--- config.mk ---
export PLATFORM = sky130hd
export DESIGN_NAME = csr_file
export DESIGN_NICKNAME = d
export VERILOG_FILES = /design/src/design/csr_pkg.sv /design/src/design/csr_file.sv /design/src/design/csr_read_mux.sv /design/src/design/csr_reg.sv /design/src/design/vcsr_map.sv
export SDC_FILE = /design/constraint.sdc
export NUM_CORES = 1
export LEC_CHECK = 0
export BUFFER_PORTS_ARGS = -buffer_cell sky130_fd_sc_hd__buf_2
export CAP_MARGIN = 20
export CORE_MARGIN = 1.5
export CORE_UTILIZATION = 50
export DETAILED_ROUTE_END_ITERATION = 7
export PLACE_DENSITY = 0.76
export SLEW_MARGIN = 20
export SYNTH_ARGS = -nofsm -noshare
export SYNTH_HDL_FRONTEND = slang
export SYNTH_SLANG_ARGS = --single-unit
--- constraint.sdc ---
create_clock -name clk -period 2.7 [get_ports clk]
set_input_delay 0.27 -clock clk [delete_from_list [all_inputs] [get_ports clk]]
set_output_delay 0.27 -clock clk [all_outputs]
set_load 0.005 [all_outputs]
--- src/design/csr_pkg.sv ---
/*
  Shared types for the machine-mode CSR file.
  Holds the data and address types, the CSR operation enum, the decoded
  request and virtual field structs, and the CSR address map.
  Every design file refers to these by scoped names.
*/
package csr_pkg;

  // basic data and address types
  typedef logic [31:0] word;
  typedef logic [11:0] csr_addr_t;
  typedef logic [4:0]  zimm_t;

  // bitfield description for virtual CSRs
  typedef logic [4:0] field_width_t;
  typedef logic [4:0] field_offset_t;

  // encoded as the funct3 field, csr_none takes the unused zero slot
  typedef enum logic [2:0] {
    csr_none = 3'b000,
    csrrw    = 3'b001,
    csrrs    = 3'b010,
    csrrc    = 3'b011,
    csrrwi   = 3'b101,
    csrrsi   = 3'b110,
    csrrci   = 3'b111
  } csr_op_e;

  // one decoded CSR instruction
  typedef struct packed {
    logic      enable;
    csr_op_e   op;
    csr_addr_t addr;
    zimm_t     zimm;
    word       rs1_data;
  } csr_req_t;

  // result of the virtual address lookup
  typedef struct packed {
    logic          hit;
    csr_addr_t     target;
    field_width_t  width;
    field_offset_t offset;
  } vcsr_field_t;

  // physical registers
  localparam csr_addr_t addr_mstatus  = 12'h300;
  localparam csr_addr_t addr_mtvec    = 12'h305;
  localparam csr_addr_t addr_mscratch = 12'h340;
  localparam csr_addr_t addr_mip      = 12'h344;
  localparam csr_addr_t addr_mhartid  = 12'hF14;

  // virtual bitfield views, custom machine read/write range
  localparam csr_addr_t addr_vcsr_mie     = 12'h7C0;
  localparam csr_addr_t addr_vcsr_pend_hi = 12'h7C1;

endpackage
--- src/design/csr_file.sv ---
/*
  Machine-mode CSR file top level.
  Takes one decoded CSR request per cycle, returns the old value in the
  same cycle and commits the write at the next clock edge. mip can also
  be loaded from the interrupt pending lines.
*/
module csr_file #(
  parameter csr_pkg::word mtvec_reset = 32'h0000_0000,
  parameter csr_pkg::word hart_id     = 32'h0000_0000
) (
  input  logic                 clk,
  input  logic                 reset,
  input  csr_pkg::csr_req_t    req,
  input  logic [15:0]          pend_in,
  input  logic                 pend_write,
  output csr_pkg::word         rdata,
  output logic                 illegal,
  output csr_pkg::word         pend,
  output csr_pkg::word         mtvec
);

  csr_pkg::vcsr_field_t field;
  csr_pkg::word         mstatus_val;
  csr_pkg::word         mscratch_val;
  csr_pkg::word         mip_val;
  csr_pkg::word         mhartid_val;

  vcsr_map i_vcsr_map (
    .addr  (req.addr),
    .field (field)
  );

  csr_reg #(
    .csr_width   (32),
    .reset_value (32'h0),
    .addr        (csr_pkg::addr_mstatus),
    .readable    (1'b1),
    .writable    (1'b1)
  ) i_mstatus (
    .clk        (clk),
    .reset      (reset),
    .req        (req),
    .field      (field),
    .ext_data   (32'h0),
    .ext_write  (1'b0),
    .value      (mstatus_val),
    .next_value ()
  );

  csr_reg #(
    .csr_width   (32),
    .reset_value (mtvec_reset),
    .addr        (csr_pkg::addr_mtvec),
    .readable    (1'b1),
    .writable    (1'b1)
  ) i_mtvec (
    .clk        (clk),
    .reset      (reset),
    .req        (req),
    .field      (field),
    .ext_data   (32'h0),
    .ext_write  (1'b0),
    .value      (mtvec),
    .next_value ()
  );

  csr_reg #(
    .csr_width   (32),
    .reset_value (32'h0),
    .addr        (csr_pkg::addr_mscratch),
    .readable    (1'b1),
    .writable    (1'b1)
  ) i_mscratch (
    .clk        (clk),
    .reset      (reset),
    .req        (req),
    .field      (field),
    .ext_data   (32'h0),
    .ext_write  (1'b0),
    .value      (mscratch_val),
    .next_value ()
  );

  // pending lines load mip directly, next value feeds the interrupt logic
  csr_reg #(
    .csr_width   (16),
    .reset_value (16'h0),
    .addr        (csr_pkg::addr_mip),
    .readable    (1'b1),
    .writable    (1'b1)
  ) i_mip (
    .clk        (clk),
    .reset      (reset),
    .req        (req),
    .field      (field),
    .ext_data   (pend_in),
    .ext_write  (pend_write),
    .value      (mip_val),
    .next_value (pend)
  );

  csr_reg #(
    .csr_width   (32),
    .reset_value (hart_id),
    .addr        (csr_pkg::addr_mhartid),
    .readable    (1'b1),
    .writable    (1'b0)
  ) i_mhartid (
    .clk        (clk),
    .reset      (reset),
    .req        (req),
    .field      (field),
    .ext_data   (32'h0),
    .ext_write  (1'b0),
    .value      (mhartid_val),
    .next_value ()
  );

  csr_read_mux i_read_mux (
    .req      (req),
    .field    (field),
    .mstatus  (mstatus_val),
    .mtvec    (mtvec),
    .mscratch (mscratch_val),
    .mip      (mip_val),
    .mhartid  (mhartid_val),
    .rdata    (rdata),
    .illegal  (illegal)
  );

endmodule

--- src/design/csr_read_mux.sv ---
/*
  Read side of the CSR file.
  Picks the old value of the addressed register, following a virtual
  address to its target, and flags unknown addresses and writes to the
  read-only hart id.
*/
module csr_read_mux (
  input  csr_pkg::csr_req_t    req,
  input  csr_pkg::vcsr_field_t field,
  input  csr_pkg::word         mstatus,
  input  csr_pkg::word         mtvec,
  input  csr_pkg::word         mscratch,
  input  csr_pkg::word         mip,
  input  csr_pkg::word         mhartid,
  output csr_pkg::word         rdata,
  output logic                 illegal
);

  csr_pkg::csr_addr_t eff_addr;
  logic               known;
  logic               is_write;

  assign eff_addr = field.hit ? field.target : req.addr;

  always_comb begin
    known = 1'b1;
    case (eff_addr)
      csr_pkg::addr_mstatus:  rdata = mstatus;
      csr_pkg::addr_mtvec:    rdata = mtvec;
      csr_pkg::addr_mscratch: rdata = mscratch;
      csr_pkg::addr_mip:      rdata = mip;
      csr_pkg::addr_mhartid:  rdata = mhartid;
      default: begin
        rdata = '0;
        known = 1'b0;
      end
    endcase
  end

  // set and clear with a zero source are plain reads
  always_comb begin
    case (req.op)
      csr_pkg::csrrw, csr_pkg::csrrwi: is_write = 1'b1;
      csr_pkg::csrrs, csr_pkg::csrrc,
      csr_pkg::csrrsi, csr_pkg::csrrci: is_write = (req.zimm != '0);
      default: is_write = 1'b0;
    endcase
  end

  assign illegal = req.enable &&
                   (!known || (is_write && eff_addr == csr_pkg::addr_mhartid));

endmodule

--- src/design/csr_reg.sv ---
/*
  One control and status register.
  Handles full, set and clear writes on its own address, bitfield writes
  arriving through a virtual address, and an external load port that
  overrides instruction writes. The old value is read combinationally.
*/
module csr_reg #(
  parameter int unsigned             csr_width   = 32,
  parameter logic [csr_width-1:0]    reset_value = '0,
  parameter csr_pkg::csr_addr_t      addr        = 12'h000,
  parameter bit                      readable    = 1'b1,
  parameter bit                      writable    = 1'b1
) (
  input  logic                   clk,
  input  logic                   reset,
  input  csr_pkg::csr_req_t      req,
  input  csr_pkg::vcsr_field_t   field,
  input  logic [csr_width-1:0]   ext_data,
  input  logic                   ext_write,
  output csr_pkg::word           value,
  output csr_pkg::word           next_value
);

  logic [csr_width-1:0] data;
  logic [csr_width-1:0] nxt_data;
  logic                 direct_hit;
  logic                 virt_hit;
  logic                 write_op;
  logic                 set_op;
  logic                 clear_op;
  logic                 imm_op;
  logic                 suppress;
  csr_pkg::word         cur;
  csr_pkg::word         src;
  csr_pkg::word         operand;
  csr_pkg::word         wmask;
  csr_pkg::word         upd;

  assign direct_hit = req.enable && !field.hit && (req.addr == addr);
  assign virt_hit   = req.enable && field.hit && (field.target == addr);

  // split the op into its kind and its source
  always_comb begin
    write_op = 1'b0;
    set_op   = 1'b0;
    clear_op = 1'b0;
    imm_op   = 1'b0;
    case (req.op)
      csr_pkg::csrrw:  write_op = 1'b1;
      csr_pkg::csrrs:  set_op   = 1'b1;
      csr_pkg::csrrc:  clear_op = 1'b1;
      csr_pkg::csrrwi: begin
        write_op = 1'b1;
        imm_op   = 1'b1;
      end
      csr_pkg::csrrsi: begin
        set_op = 1'b1;
        imm_op = 1'b1;
      end
      csr_pkg::csrrci: begin
        clear_op = 1'b1;
        imm_op   = 1'b1;
      end
      default: ;
    endcase
  end

  always_comb begin
    cur = csr_pkg::word'(data);
    src = imm_op ? csr_pkg::word'(req.zimm) : req.rs1_data;
    // direct access touches every bit, x0 / zero imm suppresses set and clear
    operand  = src;
    wmask    = '1;
    suppress = (req.zimm == '0);
    if (virt_hit) begin
      wmask    = ((csr_pkg::word'(1) << field.width) - csr_pkg::word'(1)) << field.offset;
      operand  = (src << field.offset) & wmask;
      suppress = 1'b0;
    end
    upd = cur;
    if (write_op) begin
      upd = (cur & ~wmask) | operand;
    end else if (set_op && !suppress) begin
      upd = cur | operand;
    end else if (clear_op && !suppress) begin
      upd = cur & ~operand;
    end
  end

  // external load wins over the instruction
  always_comb begin
    if (ext_write) begin
      nxt_data = ext_data;
    end else if (writable && (direct_hit || virt_hit)) begin
      nxt_data = upd[csr_width-1:0];
    end else begin
      nxt_data = data;
    end
  end

  if (writable) begin : g_rw
    always_ff @(posedge clk) begin
      if (reset) begin
        data <= reset_value;
      end else begin
        data <= nxt_data;
      end
    end
  end else begin : g_ro
    // read-only registers hold their constant
    assign data = reset_value;
  end

  assign value      = readable ? csr_pkg::word'(data) : '0;
  assign next_value = csr_pkg::word'(nxt_data);

endmodule

--- src/design/vcsr_map.sv ---
/*
  Virtual CSR lookup table.
  Turns a virtual CSR address into the physical target address and the
  width and offset of the field it exposes. hit is low for all other
  addresses.
*/
module vcsr_map (
  input  csr_pkg::csr_addr_t   addr,
  output csr_pkg::vcsr_field_t field
);

  always_comb begin
    field = '0;
    case (addr)
      // global interrupt enable, mstatus.mie
      csr_pkg::addr_vcsr_mie: begin
        field.hit    = 1'b1;
        field.target = csr_pkg::addr_mstatus;
        field.width  = 5'd1;
        field.offset = 5'd3;
      end
      // upper pending byte of mip
      csr_pkg::addr_vcsr_pend_hi: begin
        field.hit    = 1'b1;
        field.target = csr_pkg::addr_mip;
        field.width  = 5'd8;
        field.offset = 5'd8;
      end
      default: field = '0;
    endcase
  end

endmodule

==> metrics.md, run 1 <==
| Metric | Value |
|---|---|
| Longest Clk Path Bufs | 2 |
| Die area | 14400 um^2 |
| Remaining DRCs | 3 |
| EDFF count, synth | 0 |
| Hold Crit Start | pend_in[8] |
| Setup WS post-layout | 120 ps |
| Clock Skew | 0 ps |
| Nets@finish | 1063 |
| Yosys cell types | 61 |
| Leak | 0.00316 uW |
| # Max-Cap Violations | 0 |
| RR Endpoint | i_mip.data[14] |
| Number of buffers created by CTS | 9 |
| Crit-path slowest cell | or4b_1 |
| Crit Path Category | in -> out |
| Avg Inst Size Synth | 7.78 um^2 |
| Critical path launch point type | input port |
| R2R setup slack | 1260 ps |
| # IOs | 169 |
| FP Rows | 42 |
| HP Class | in -> reg |
| Fin crit share | 95.6% |
| Antenna Nets Post-Route | 0 |
| # hold bufs at CTS | 0 |
| CP bufs+invs | 2 |
| Sequential-to-total area share from yosys stat | 32.7% |
| Final Hold Slack | 186 ps |
| Sink Count | 112 |
| Detail Placement HPWL | 14700 um |
| Final setup fails | 0 |
| Clock Pin Slew Worst Setup and Hold Paths | 80 ps |
| FF+latch count, synth | 112 |
| Max Freq | 388 MHz |
| Power Dens Cells | 429 nW/um^2 |
| Critical Path Most Common Cell | buf_2 |
| Initial Utilization | 51.6% |
| Area leader, netlist | dfxtp_1 |
| Worst Reg2Reg Path Length in Cells | 4 |
| Post-synthesis instance total | 882 |
| Total power | 3460 uW |
| Data arrival, critical path | 2310 ps |
| Ys async rst share | 0% |
| Via Count | 7774 |
| Post-CTS sizing | 0 |
| Top delay family on crit path | simple AND/OR/NAND/NOR gates |
| Die W | 120 um |
| Ys Warns | 0 |
| Max-slew violations | 0 |
| Vias in the first global route | 7073 |
| DRT Wirelength | 22800 um |
| Max VDD drop | 375 uV |
| Fin crit period | 2580 ps |
| Worst-skew pair later-pin latency | 360 ps |
| Leading post-synthesis cells by cell area | dfxtp_1, a21oi_1, o211ai_1 |
| Root Buffer Master | clkbuf_16 |
| Htree depth | 3 |
| Initial drt markers | 1211 |
| Min-Delay Endpoint | i_mip.data[8] |
| Total gr overflow | 0 |
| DIE HEIGHT | 120 um |
| Worst-path fanout max | 9 |
| DR pass1 iterations | 8 |
| Fin. Hold Viols | 0 |
| First-pass GRT wire length | 36600 um |
| Failing checks | DRC |
| CTS tree | done |
| Area Overhead vs Synth | 17.5% |
| Layout cell share with drive strength beyond 1 | 26.2% |
| Most instantiated cells after synthesis | a21oi_1, dfxtp_1, nand2_1, clkbuf_1, o21ai_0 |
| I/O Buffers | 152 |
| Max stage delay on crit path | 610 ps |
| RSZ-0062 raised after global routing | no |
| Yosys top cell area share | 32.7% |
| Worst-path cell chain | buf_2 -> or4b_1 -> o22ai_1 -> and2_1 -> a21oi_1 -> a31o_2 -> buf_2 |
| Post-synth top flop | dfxtp_1 |
| GRT Overall Usage | 31.4% |
| Pre-CTS setup slack | 106 ps |
| DR WL/cell | 19.5 um |
| Initial antenna violation count | 0 |
| Status | finished, violations left |
| Largest net degree at the start of global routing | 87 |
| WHS Path Cells | 3 |
| Via density per instance | 6.64 |
| Core Box Area | 13300 um^2 |
| Post-CTS setup buffer count | 0 |
| Max_slew headroom | 43.6% |
| Crit path required time | 2430 ps |
| Worst slew pin tran | 846 ps |
| Fin Setup TNS | 0 ps |
| RePlAce Congestion | 0.956 |
| Cell Area, Synth | 6860 um^2 |
| Reg-to-reg critical path startpoint | i_mip.data[14] |
| Antenna cells | 0 |
| Crit end category | output pin |
[worst max-delay path by stage]
stage,slack (ps),depth (start not counted),end,from
after CTS,170,7,pend[13],req[33]
final,120,7,pend[9],req[37]
after global placement,130,7,flop,req[40]
after detailed placement,110,7,flop,req[40]
after floorplan,340,8,flop,req[40]
after global routing,10,8,pend[15],req[37]
[cells by family after synthesis]
| kind of cell | after synthesis | synth area share [%] |
|---|---|---|
| AO/OA/AOI/OAI | 397 | 38.8 |
| AND/OR/NAND/NOR | 223 | 17.3 |
| buffers and inverters | 135 | 8.95 |
| flip-flops | 112 | 32.7 |
| multiplexers | 14 | 2.17 |
| other | 1 | 0.0547 |
[per-stage QoR]
step / util, % / instances / area (um^2)
6_report: 60.6 / 1171 / 8060
5_1_grt: 60.6 / 1171 / 8060
4_1_cts: 60.6 / 1171 / 8060
3_5_place_dp: 58.6 / 1156 / 7800
3_3_place_gp: 58.6 / 1156 / 7800
2_1_floorplan: - / 897 / 6920
[cell usage in the layout, fill, tap and decap left out, types with 4 or more instances in the layout]
| cell | count |
|---|---|
| a21oi_1 | 111 |
| inv_1 | 21 |
| o21ai_2 | 20 |
| mux2_2 | 7 |
| o311ai_0 | 4 |
| a22oi_1 | 12 |
| a211oi_1 | 4 |
| dfxtp_1 | 112 |
| nor4_4 | 4 |
| nand3b_1 | 5 |
| o22ai_1 | 4 |
| a31o_2 | 7 |
| clkbuf_16 | 9 |
| conb_1 | 16 |
| a31oi_1 | 21 |
| nand4b_1 | 4 |
| nor2_1 | 17 |
| o211ai_1 | 49 |
| o21ai_0 | 70 |
| nand3_1 | 39 |
| nand2_1 | 84 |
| mux2i_1 | 7 |
| buf_2 | 152 |
| or2_2 | 5 |
| a221oi_1 | 4 |
| a32oi_1 | 29 |
| and2_1 | 8 |
| buf_4 | 39 |
| buf_12 | 5 |
| nor4_1 | 4 |
| o21ai_1 | 8 |
| nand4_1 | 20 |
| o31ai_1 | 10 |
| a222oi_1 | 32 |
| nand2b_1 | 7 |
[layer usage]
layer / GRT usage, % / part of all wire (%) / vias up / routed length (um)
li1: - / - / 3583 / -
met5: 0 / 0 / - / 0
met4: 12.1 / 2.6 / 0 / 597
met1: 43.5 / 42 / 3664 / 9570
met2: 48.1 / 45 / 468 / 10400
met3: 6.23 / 10 / 59 / 2270
[final cells by class]
type	count	area (um^2)
flip-flops and latches	112	2240
clock inverters	4	31.3
clock buffers	11	233
well taps	176	220
multi-input cells	650	4100
inverters	22	82.6
fillers	1241	5230
repair buffers	196	1150
[worst min-delay path, delay by kind of cell]
kind	cells	cell delay (ps)
AO/OA/AOI/OAI	1	70
buffers and inverters	1	100
AND/OR/NAND/NOR	1	70
[power breakdown]
part / internal, uW / switching, uW
clock: 629 / 649
combinational: 176 / 329
sequential: 1660 / 10.6
Power figures use the tool's default switching activity.
==> inputs of run 2 (changes only) <==
Settings changed: CORE_UTILIZATION 50 to 49, PLACE_DENSITY 0.76 to default, PLACE_DENSITY_LB_ADDON from default to 0.05.
Clock period 2.7 ns to 2.15 ns, I/O delays scaled along.
==> run 2 against run 1 <==
The flow finishes with violations (setup timing). Non-clock buffer count increased by 76. First-iteration DRC count up 6.3%. Count of clock-buffer cells in the layout fell by 1. Clock skew did not move. Register-to-register slack lost 510 ps. Total power grew 33%. Setup slack got worse by 270 ps. Global-route usage is 3.0 points higher. Combinational power grew 51%. Final cell count rose by 6.9%. Sequential power rose by 25%. Clock power is 35% higher.
==> metrics.md, run 2 (synthesis gave the netlist of run 1 again) <==
| Metric | Value |
|---|---|
| R2R setup slack | 750 ps (-510 ps) |
| Crit-path slowest cell | or4_4 |
| Longest Clk Path Bufs | 2 (unchanged) |
| Crit Path Category | in -> out |
| Psw | 1360 uW (+37%) |
| Die area | 14700 um^2 (+2.0%) |
| Pre-CTS setup slack | -251 ps (-357 ps) |
| Fin. Hold Viols | 0 (unchanged) |
| Initial antenna violation count | 0 (unchanged) |
| Die W | 121 um (+0.99%) |
| Sink Count | 112 (unchanged) |
| Clock Pin Slew Worst Setup and Hold Paths | 80 ps (about the same) |
| Status | finished, violations left |
| First-pass GRT wire length | 40000 um (+9.3%) |
| Critical Path Most Common Cell | buf_6 |
| Root Buffer Master | clkbuf_16 |
| Worst slew pin tran | 797 ps (-49.1 ps) |
| Critical path launch point type | input port |
| Antenna Nets Post-Route | 0 (unchanged) |
| CP bufs+invs | 4 (+2) |
| Setup WS post-layout | -153 ps (-273 ps) |
| Pint | 3240 uW (+31%) |
| Most frequent cells in the layout | buf_2, dfxtp_1, a21oi_1 |
| Htree depth | 3 (unchanged) |
| Power Dens Cells | 506 nW/um^2 (+18%) |
| Worst setup startpoint | req[40] |
| GRT Overall Usage | 34.4% (+3.0 points) |
| RePlAce Congestion | 0.977 (+2.2%) |
| Final setup fails | 43 (+43) |
| RSZ-0062 raised after global routing | yes |
| DR WL/cell | 20.8 um (+6.6%) |
| FP Rows | 43 (+2.4%) |
| Initial drt markers | 1287 (+6.3%) |
| Via density per instance | 6.65 (+0.23%) |
| Share of power burned in registers | 45.8% (-2.6 points) |
| Leak | 0.00367 uW (+16%) |
| DRT Wirelength | 26000 um (+14%) |
| Initial Utilization | 49.8% (-1.8 points) |
| Worst-path fanout max | 9 (unchanged) |
| Failing checks | setup timing |
| Fin crit period | 2300 ps |
| Sw Share | 29.5% (+0.92 points) |
| Vias in the first global route | 7596 (+7.4%) |
| Antenna cells | 0 (unchanged) |
| Detail Placement HPWL | 17100 um (+16%) |
| Worst-path cell chain | buf_6 -> or4_4 -> buf_6 -> nor4_4 -> buf_6 -> o2111a_2 -> nand2_1 -> nand2_1 -> buf_2 |
| DR pass1 iterations | 7 (-1) |
| Number of buffers created by CTS | 9 (unchanged) |
| Area Overhead vs Synth | 32.4% |
| Clock Skew | 0 ps (unchanged) |
| Crit path required time | 1930 ps (-500 ps) |
| Final Hold Slack | 136 ps (-49.6 ps) |
| Remaining DRCs | 0 (-3) |
| Crit end category | output pin |
| DIE HEIGHT | 121 um (+0.99%) |
| Cell depth of the worst setup path | 9 (+2) |
| Max VDD drop | 415 uV (+11%) |
| Total gr overflow | 0 (unchanged) |
| CTS tree | done |
| Via Count | 8331 (+7.2%) |
| Clock share of power | 37.6% (+0.7 points) |
| Nets@finish | 1139 (+7.1%) |
| Worst-skew pair later-pin latency | 360 ps (about the same) |
| Largest net degree at the start of global routing | 77 (-11%) |
| Layout cell share with drive strength beyond 1 | 34.1% (+7.9 points) |
| Core Box Area | 13800 um^2 (+3.6%) |
| Combinational fraction of design power | 16.6% (+2.0 points) |
| Data arrival, critical path | 2090 ps (-220 ps) |
| I/O Buffers | 152 (unchanged) |
| HP Class | in -> reg |
| Most common cell after layout, fill and taps aside | buf_2 |
| Fin crit share | 107% |
| Top delay family on crit path | simple AND/OR/NAND/NOR gates |
| Max_slew headroom | 46.9% (+3.3 points) |
| Worst Reg2Reg Path Length in Cells | 5 (+1) |
| # Max-Cap Violations | 0 (unchanged) |
| Crit path to | pend[1] |
| Max stage delay on crit path | 560 ps (-50 ps) |
| # IOs | 169 (unchanged) |
| Max Freq | 434 MHz |
| Reg-to-reg critical path startpoint | i_mip.data[14] |
| Max-slew violations | 0 (unchanged) |
| RR Endpoint | i_mip.data[14] |
-- run 2: final cells by class --
type,instances,area (um^2)
clock inverter,6,62.6
tap,180,225
multi-input combinational,650,4250
clock buffer,10,239
inverter,22,82.6
timing repair buffer,272,1980
fill,1177,4690
sequential,112,2240
-- run 2: how the worst min path moves through the flow --
stage                         end  slack [ps]        from  cells after the start
floorplan                    flop         360     req[16]                      2
detailed placement           flop         460        flop                      2
global placement             flop         450        flop                      2
finish              i_mip.data[9]         140  pend_in[9]                      3
global route                 flop         130     req[23]                      3
CTS                 i_mip.data[9]         120  pend_in[9]                      3
-- run 2: stage by stage --
stage / util, % / instances / TNS [ps] / power (uW) / area, um^2
final: 65.9 / 1252 / -2760 / 4600 / 9080
after global routing: 65.9 / 1252 / -5660 / 4750 / 9080
after CTS: 64.9 / 1246 / -1970 / 4570 / 8930
after detailed placement: 60.7 / 1221 / -17980 / 2860 / 8360
after global placement: 60.7 / 1221 / -15260 / 2840 / 8360
after floorplan: - / 897 / -2630 / 2560 / 6960
-- run 2: per-layer routing --
| layer | share of wire [%] | vias up | GRT usage (%) |
|---|---|---|---|
| met5 | 0 | - | 0 |
| met2 | 48 | 503 | 55.9 |
| met4 | 2.8 | 0 | 14.1 |
| met3 | 8.5 | 53 | 4.70 |
| li1 | - | 3739 | - |
| met1 | 41 | 4036 | 45.9 |
-- run 2: power by group through the flow --
stage	combinational (uW)	clock, uW	sequential, uW
floorplan	408	0	2150
global placement	687	0	2150
detailed placement	705	0	2150
CTS	724	1740	2100
global route	819	1820	2110
finish	764	1730	2100
-- run 2: worst register-to-register path: stages (launching register included) --
cell and delay [ps]:
dfxtp_1 390, a22oi_1 210, a21oi_1 60, a2111oi_1 400
buf_4 180, a21oi_1 50
-- run 2: timing repair --
item / 4_1_cts / 5_1_grt
setup endpoints to repair: 49 / 50
setup buffers: 6 / 5
hold buffers: 0 / 0
pin swaps: 22 / 26
resized for setup: 36 / 26
gates cloned: 3 / 1
==> inputs of run 3 (changes only) <==
Settings changed: GPL_TIMING_DRIVEN from default to 0.
==> run 3 against run 2 <==
The run ends with DRC, setup timing left. Critical path depth shrank 1. Via count grew 2.6%. Utilization grew 0.34 points. Final area grew 0.51%. Die area is the same. Final cell count grew 3.0%. First-iteration DRC count grew 7.7%. Highest routed layer unchanged.
==> metrics.md, run 3 (synthesis gave the netlist of run 1 again) <==
| Metric | Value |
|---|---|
| GRT Overall Usage | 36.8% (+2.4 points) |
| Pre-CTS setup slack | -868 ps (-616 ps) |
| Layout cell share with drive strength beyond 1 | 32.3% (-1.9 points) |
| Dpl cells | 1224 (+0.25%) |
| Number of buffers created by CTS | 9 (unchanged) |
| Final Hold Slack | 123 ps (-12.8 ps) |
| CTS tree | done |
| Fin crit share | 108% (+0.62 points) |
| Worst Reg2Reg Path Length in Cells | 4 (-1) |
| Via density per instance | 6.62 (-0.44%) |
| Core Box Area | 13800 um^2 (unchanged) |
| Crit path required time | 1930 ps (about the same) |
| FILL cells | 1220 (+3.7%) |
| Setup WS post-layout | -166 ps (-13.3 ps) |
| Fin Setup TNS | -2370 ps (+390 ps) |
| Fin. Hold Viols | 0 (unchanged) |
| RePlAce Congestion | 0.951 (-2.7%) |
| HP Class | in -> reg |
| Worst-path fanout max | 8 (-1) |
| Worst-skew pair later-pin latency | 360 ps (about the same) |
| Remaining DRCs | 2 (+2) |
| RSZ-0062 raised after global routing | yes |
| # Max-Cap Violations | 0 (unchanged) |
| Initial Utilization | 49.8% (unchanged) |
| Root Buffer Master | clkbuf_16 |
| Reg-to-reg critical path startpoint | i_mip.data[14] |
| Die W | 121 um (unchanged) |
| Antenna cells | 0 (unchanged) |
| Critical path launch point type | input port |
| I/O Buffers | 147 (-3.3%) |
| Vias in the first global route | 7558 (-0.50%) |
| Largest net degree at the start of global routing | 20 (-74%) |
| Clock Skew | 0 ps (unchanged) |
| Die area | 14700 um^2 (unchanged) |
| Sink Count | 112 (unchanged) |
| FP Rows | 43 (unchanged) |
| DIE HEIGHT | 121 um (unchanged) |
| Crit path to | pend[3] |
| Most common cell after layout, fill and taps aside | buf_2 |
| Max-slew violations | 0 (unchanged) |
| Area Overhead vs Synth | 33.0% |
| Power Dens Cells | 519 nW/um^2 (+2.4%) |
| Leak | 0.00368 uW (+0.29%) |
| Max VDD drop | 491 uV (+18%) |
| Total gr overflow | 0 (unchanged) |
| # hold bufs at CTS | 0 (unchanged) |
| Max Freq | 432 MHz (-0.57%) |
| DRT Wirelength | 28000 um (+7.7%) |
| Htree depth | 3 (unchanged) |
| Via Count | 8546 (+2.6%) |
| Worst slew pin tran | 764 ps (-32.5 ps) |
| R2R setup slack | 760 ps (about the same) |
| Initial drt markers | 1386 (+7.7%) |
| Nets@finish | 1177 (+3.3%) |
| Max_slew headroom | 49.1% (+2.2 points) |
| RR Endpoint | i_mip.data[14] |
| Final setup fails | 29 (-33%) |
| Cell Count, Final, Fillers Out | 1290 (+3.0%) |
| Fin crit period | 2320 ps (+13.3 ps) |
| Worst setup startpoint | req[47] |
| Longest Clk Path Bufs | 2 (unchanged) |
| # IOs | 169 (unchanged) |
| Initial antenna violation count | 0 (unchanged) |
| Most frequent cells in the layout | buf_2, dfxtp_1, a21oi_1 |
| DR pass1 iterations | 8 (+1) |
| Total power | 4730 uW (+2.9%) |
| DR WL/cell | 21.7 um (+4.5%) |
| Failing checks | DRC, setup timing |
| Data arrival, critical path | 2100 ps (about the same) |
| Status | finished, violations left |
| Antenna Nets Post-Route | 0 (unchanged) |
| Crit Path Category | in -> out |
| Detail Placement HPWL | 18800 um (+10%) |
| Crit end category | output pin |
| Clock Pin Slew Worst Setup and Hold Paths | 80 ps (about the same) |
| First-pass GRT wire length | 42000 um (+4.9%) |
## run 3: cell count changes in the layout (fill, tap and decap cells not counted), moves of 3 or more
cell	change
buf_16	-3
buf_2	+3
clkbuf_8	+6
buf_4	-25
clkbuf_4	+5
clkbuf_1	+42
buf_12	-8
clkbuf_2	+13
buf_1	+4
## run 3: area by class of cell
type / instances / area, um^2 / area share (%)
plain buffers: 107 / 698 / 7.65
clock buffers: 10 / 229 / 2.51
clock inverters: 6 / 80.1 / 0.877
inverters: 22 / 82.6 / 0.905
multi-input cells: 650 / 4310 / 47.2
flip-flops and latches: 112 / 2240 / 24.6
well taps: 180 / 225 / 2.47
repair buffers: 203 / 1260 / 13.8
## run 3: through the flow
step / utilization, % / instance area [um^2]
floorplan: - / 6960
global placement: 57.5 / 7920
detailed placement: 57.5 / 7920
CTS: 64.8 / 8930
global route: 66.3 / 9130
finish: 66.3 / 9130
## run 3: metal layers
| layer | vias up | track usage (%) | wire, um |
|---|---|---|---|
| met1 | 4047 | 51.8 | 11500 |
| met4 | 0 | 15.7 | 1040 |
| li1 | 3834 | - | - |
| met2 | 584 | 55.4 | 12400 |
| met3 | 81 | 6.25 | 3070 |
| met5 | - | 0 | 0 |
## run 3: power by group
part	internal [uW]	total [uW]	switching, uW
clock	928	1820	889
sequential	2090	2100	14.0
combinational	312	813	501
## run 3: how the worst min path moves through the flow
| stage | from | endpoint | slack (ps) | cells past startpoint |
|---|---|---|---|---|
| 3_3_place_gp | flop | flop | 450 | 2 |
| 5_1_grt | pend_in[8] | i_mip.data[8] | 140 | 3 |
| 6_report | pend_in[0] | i_mip.data[0] | 120 | 3 |
| 3_5_place_dp | flop | flop | 450 | 2 |
| 2_1_floorplan | req[16] | flop | 360 | 2 |
| 4_1_cts | pend_in[0] | i_mip.data[0] | 130 | 3 |
## run 3: worst max-delay path, cell delays in order
cell	delay [ps]
clkbuf_16	120
or4b_4	590
nor4_4	390
buf_6	190
o211ai_1	90
a32oi_1	260
nand2_1	90
buf_2	130
## run 3: what timing repair did
action,CTS,global route
endpoints found under the hold margin,0,0
setup endpoints to repair,150,144
gates cloned,1,0
pin swaps,28,27
resized for setup,94,53
buffers inserted,45,12
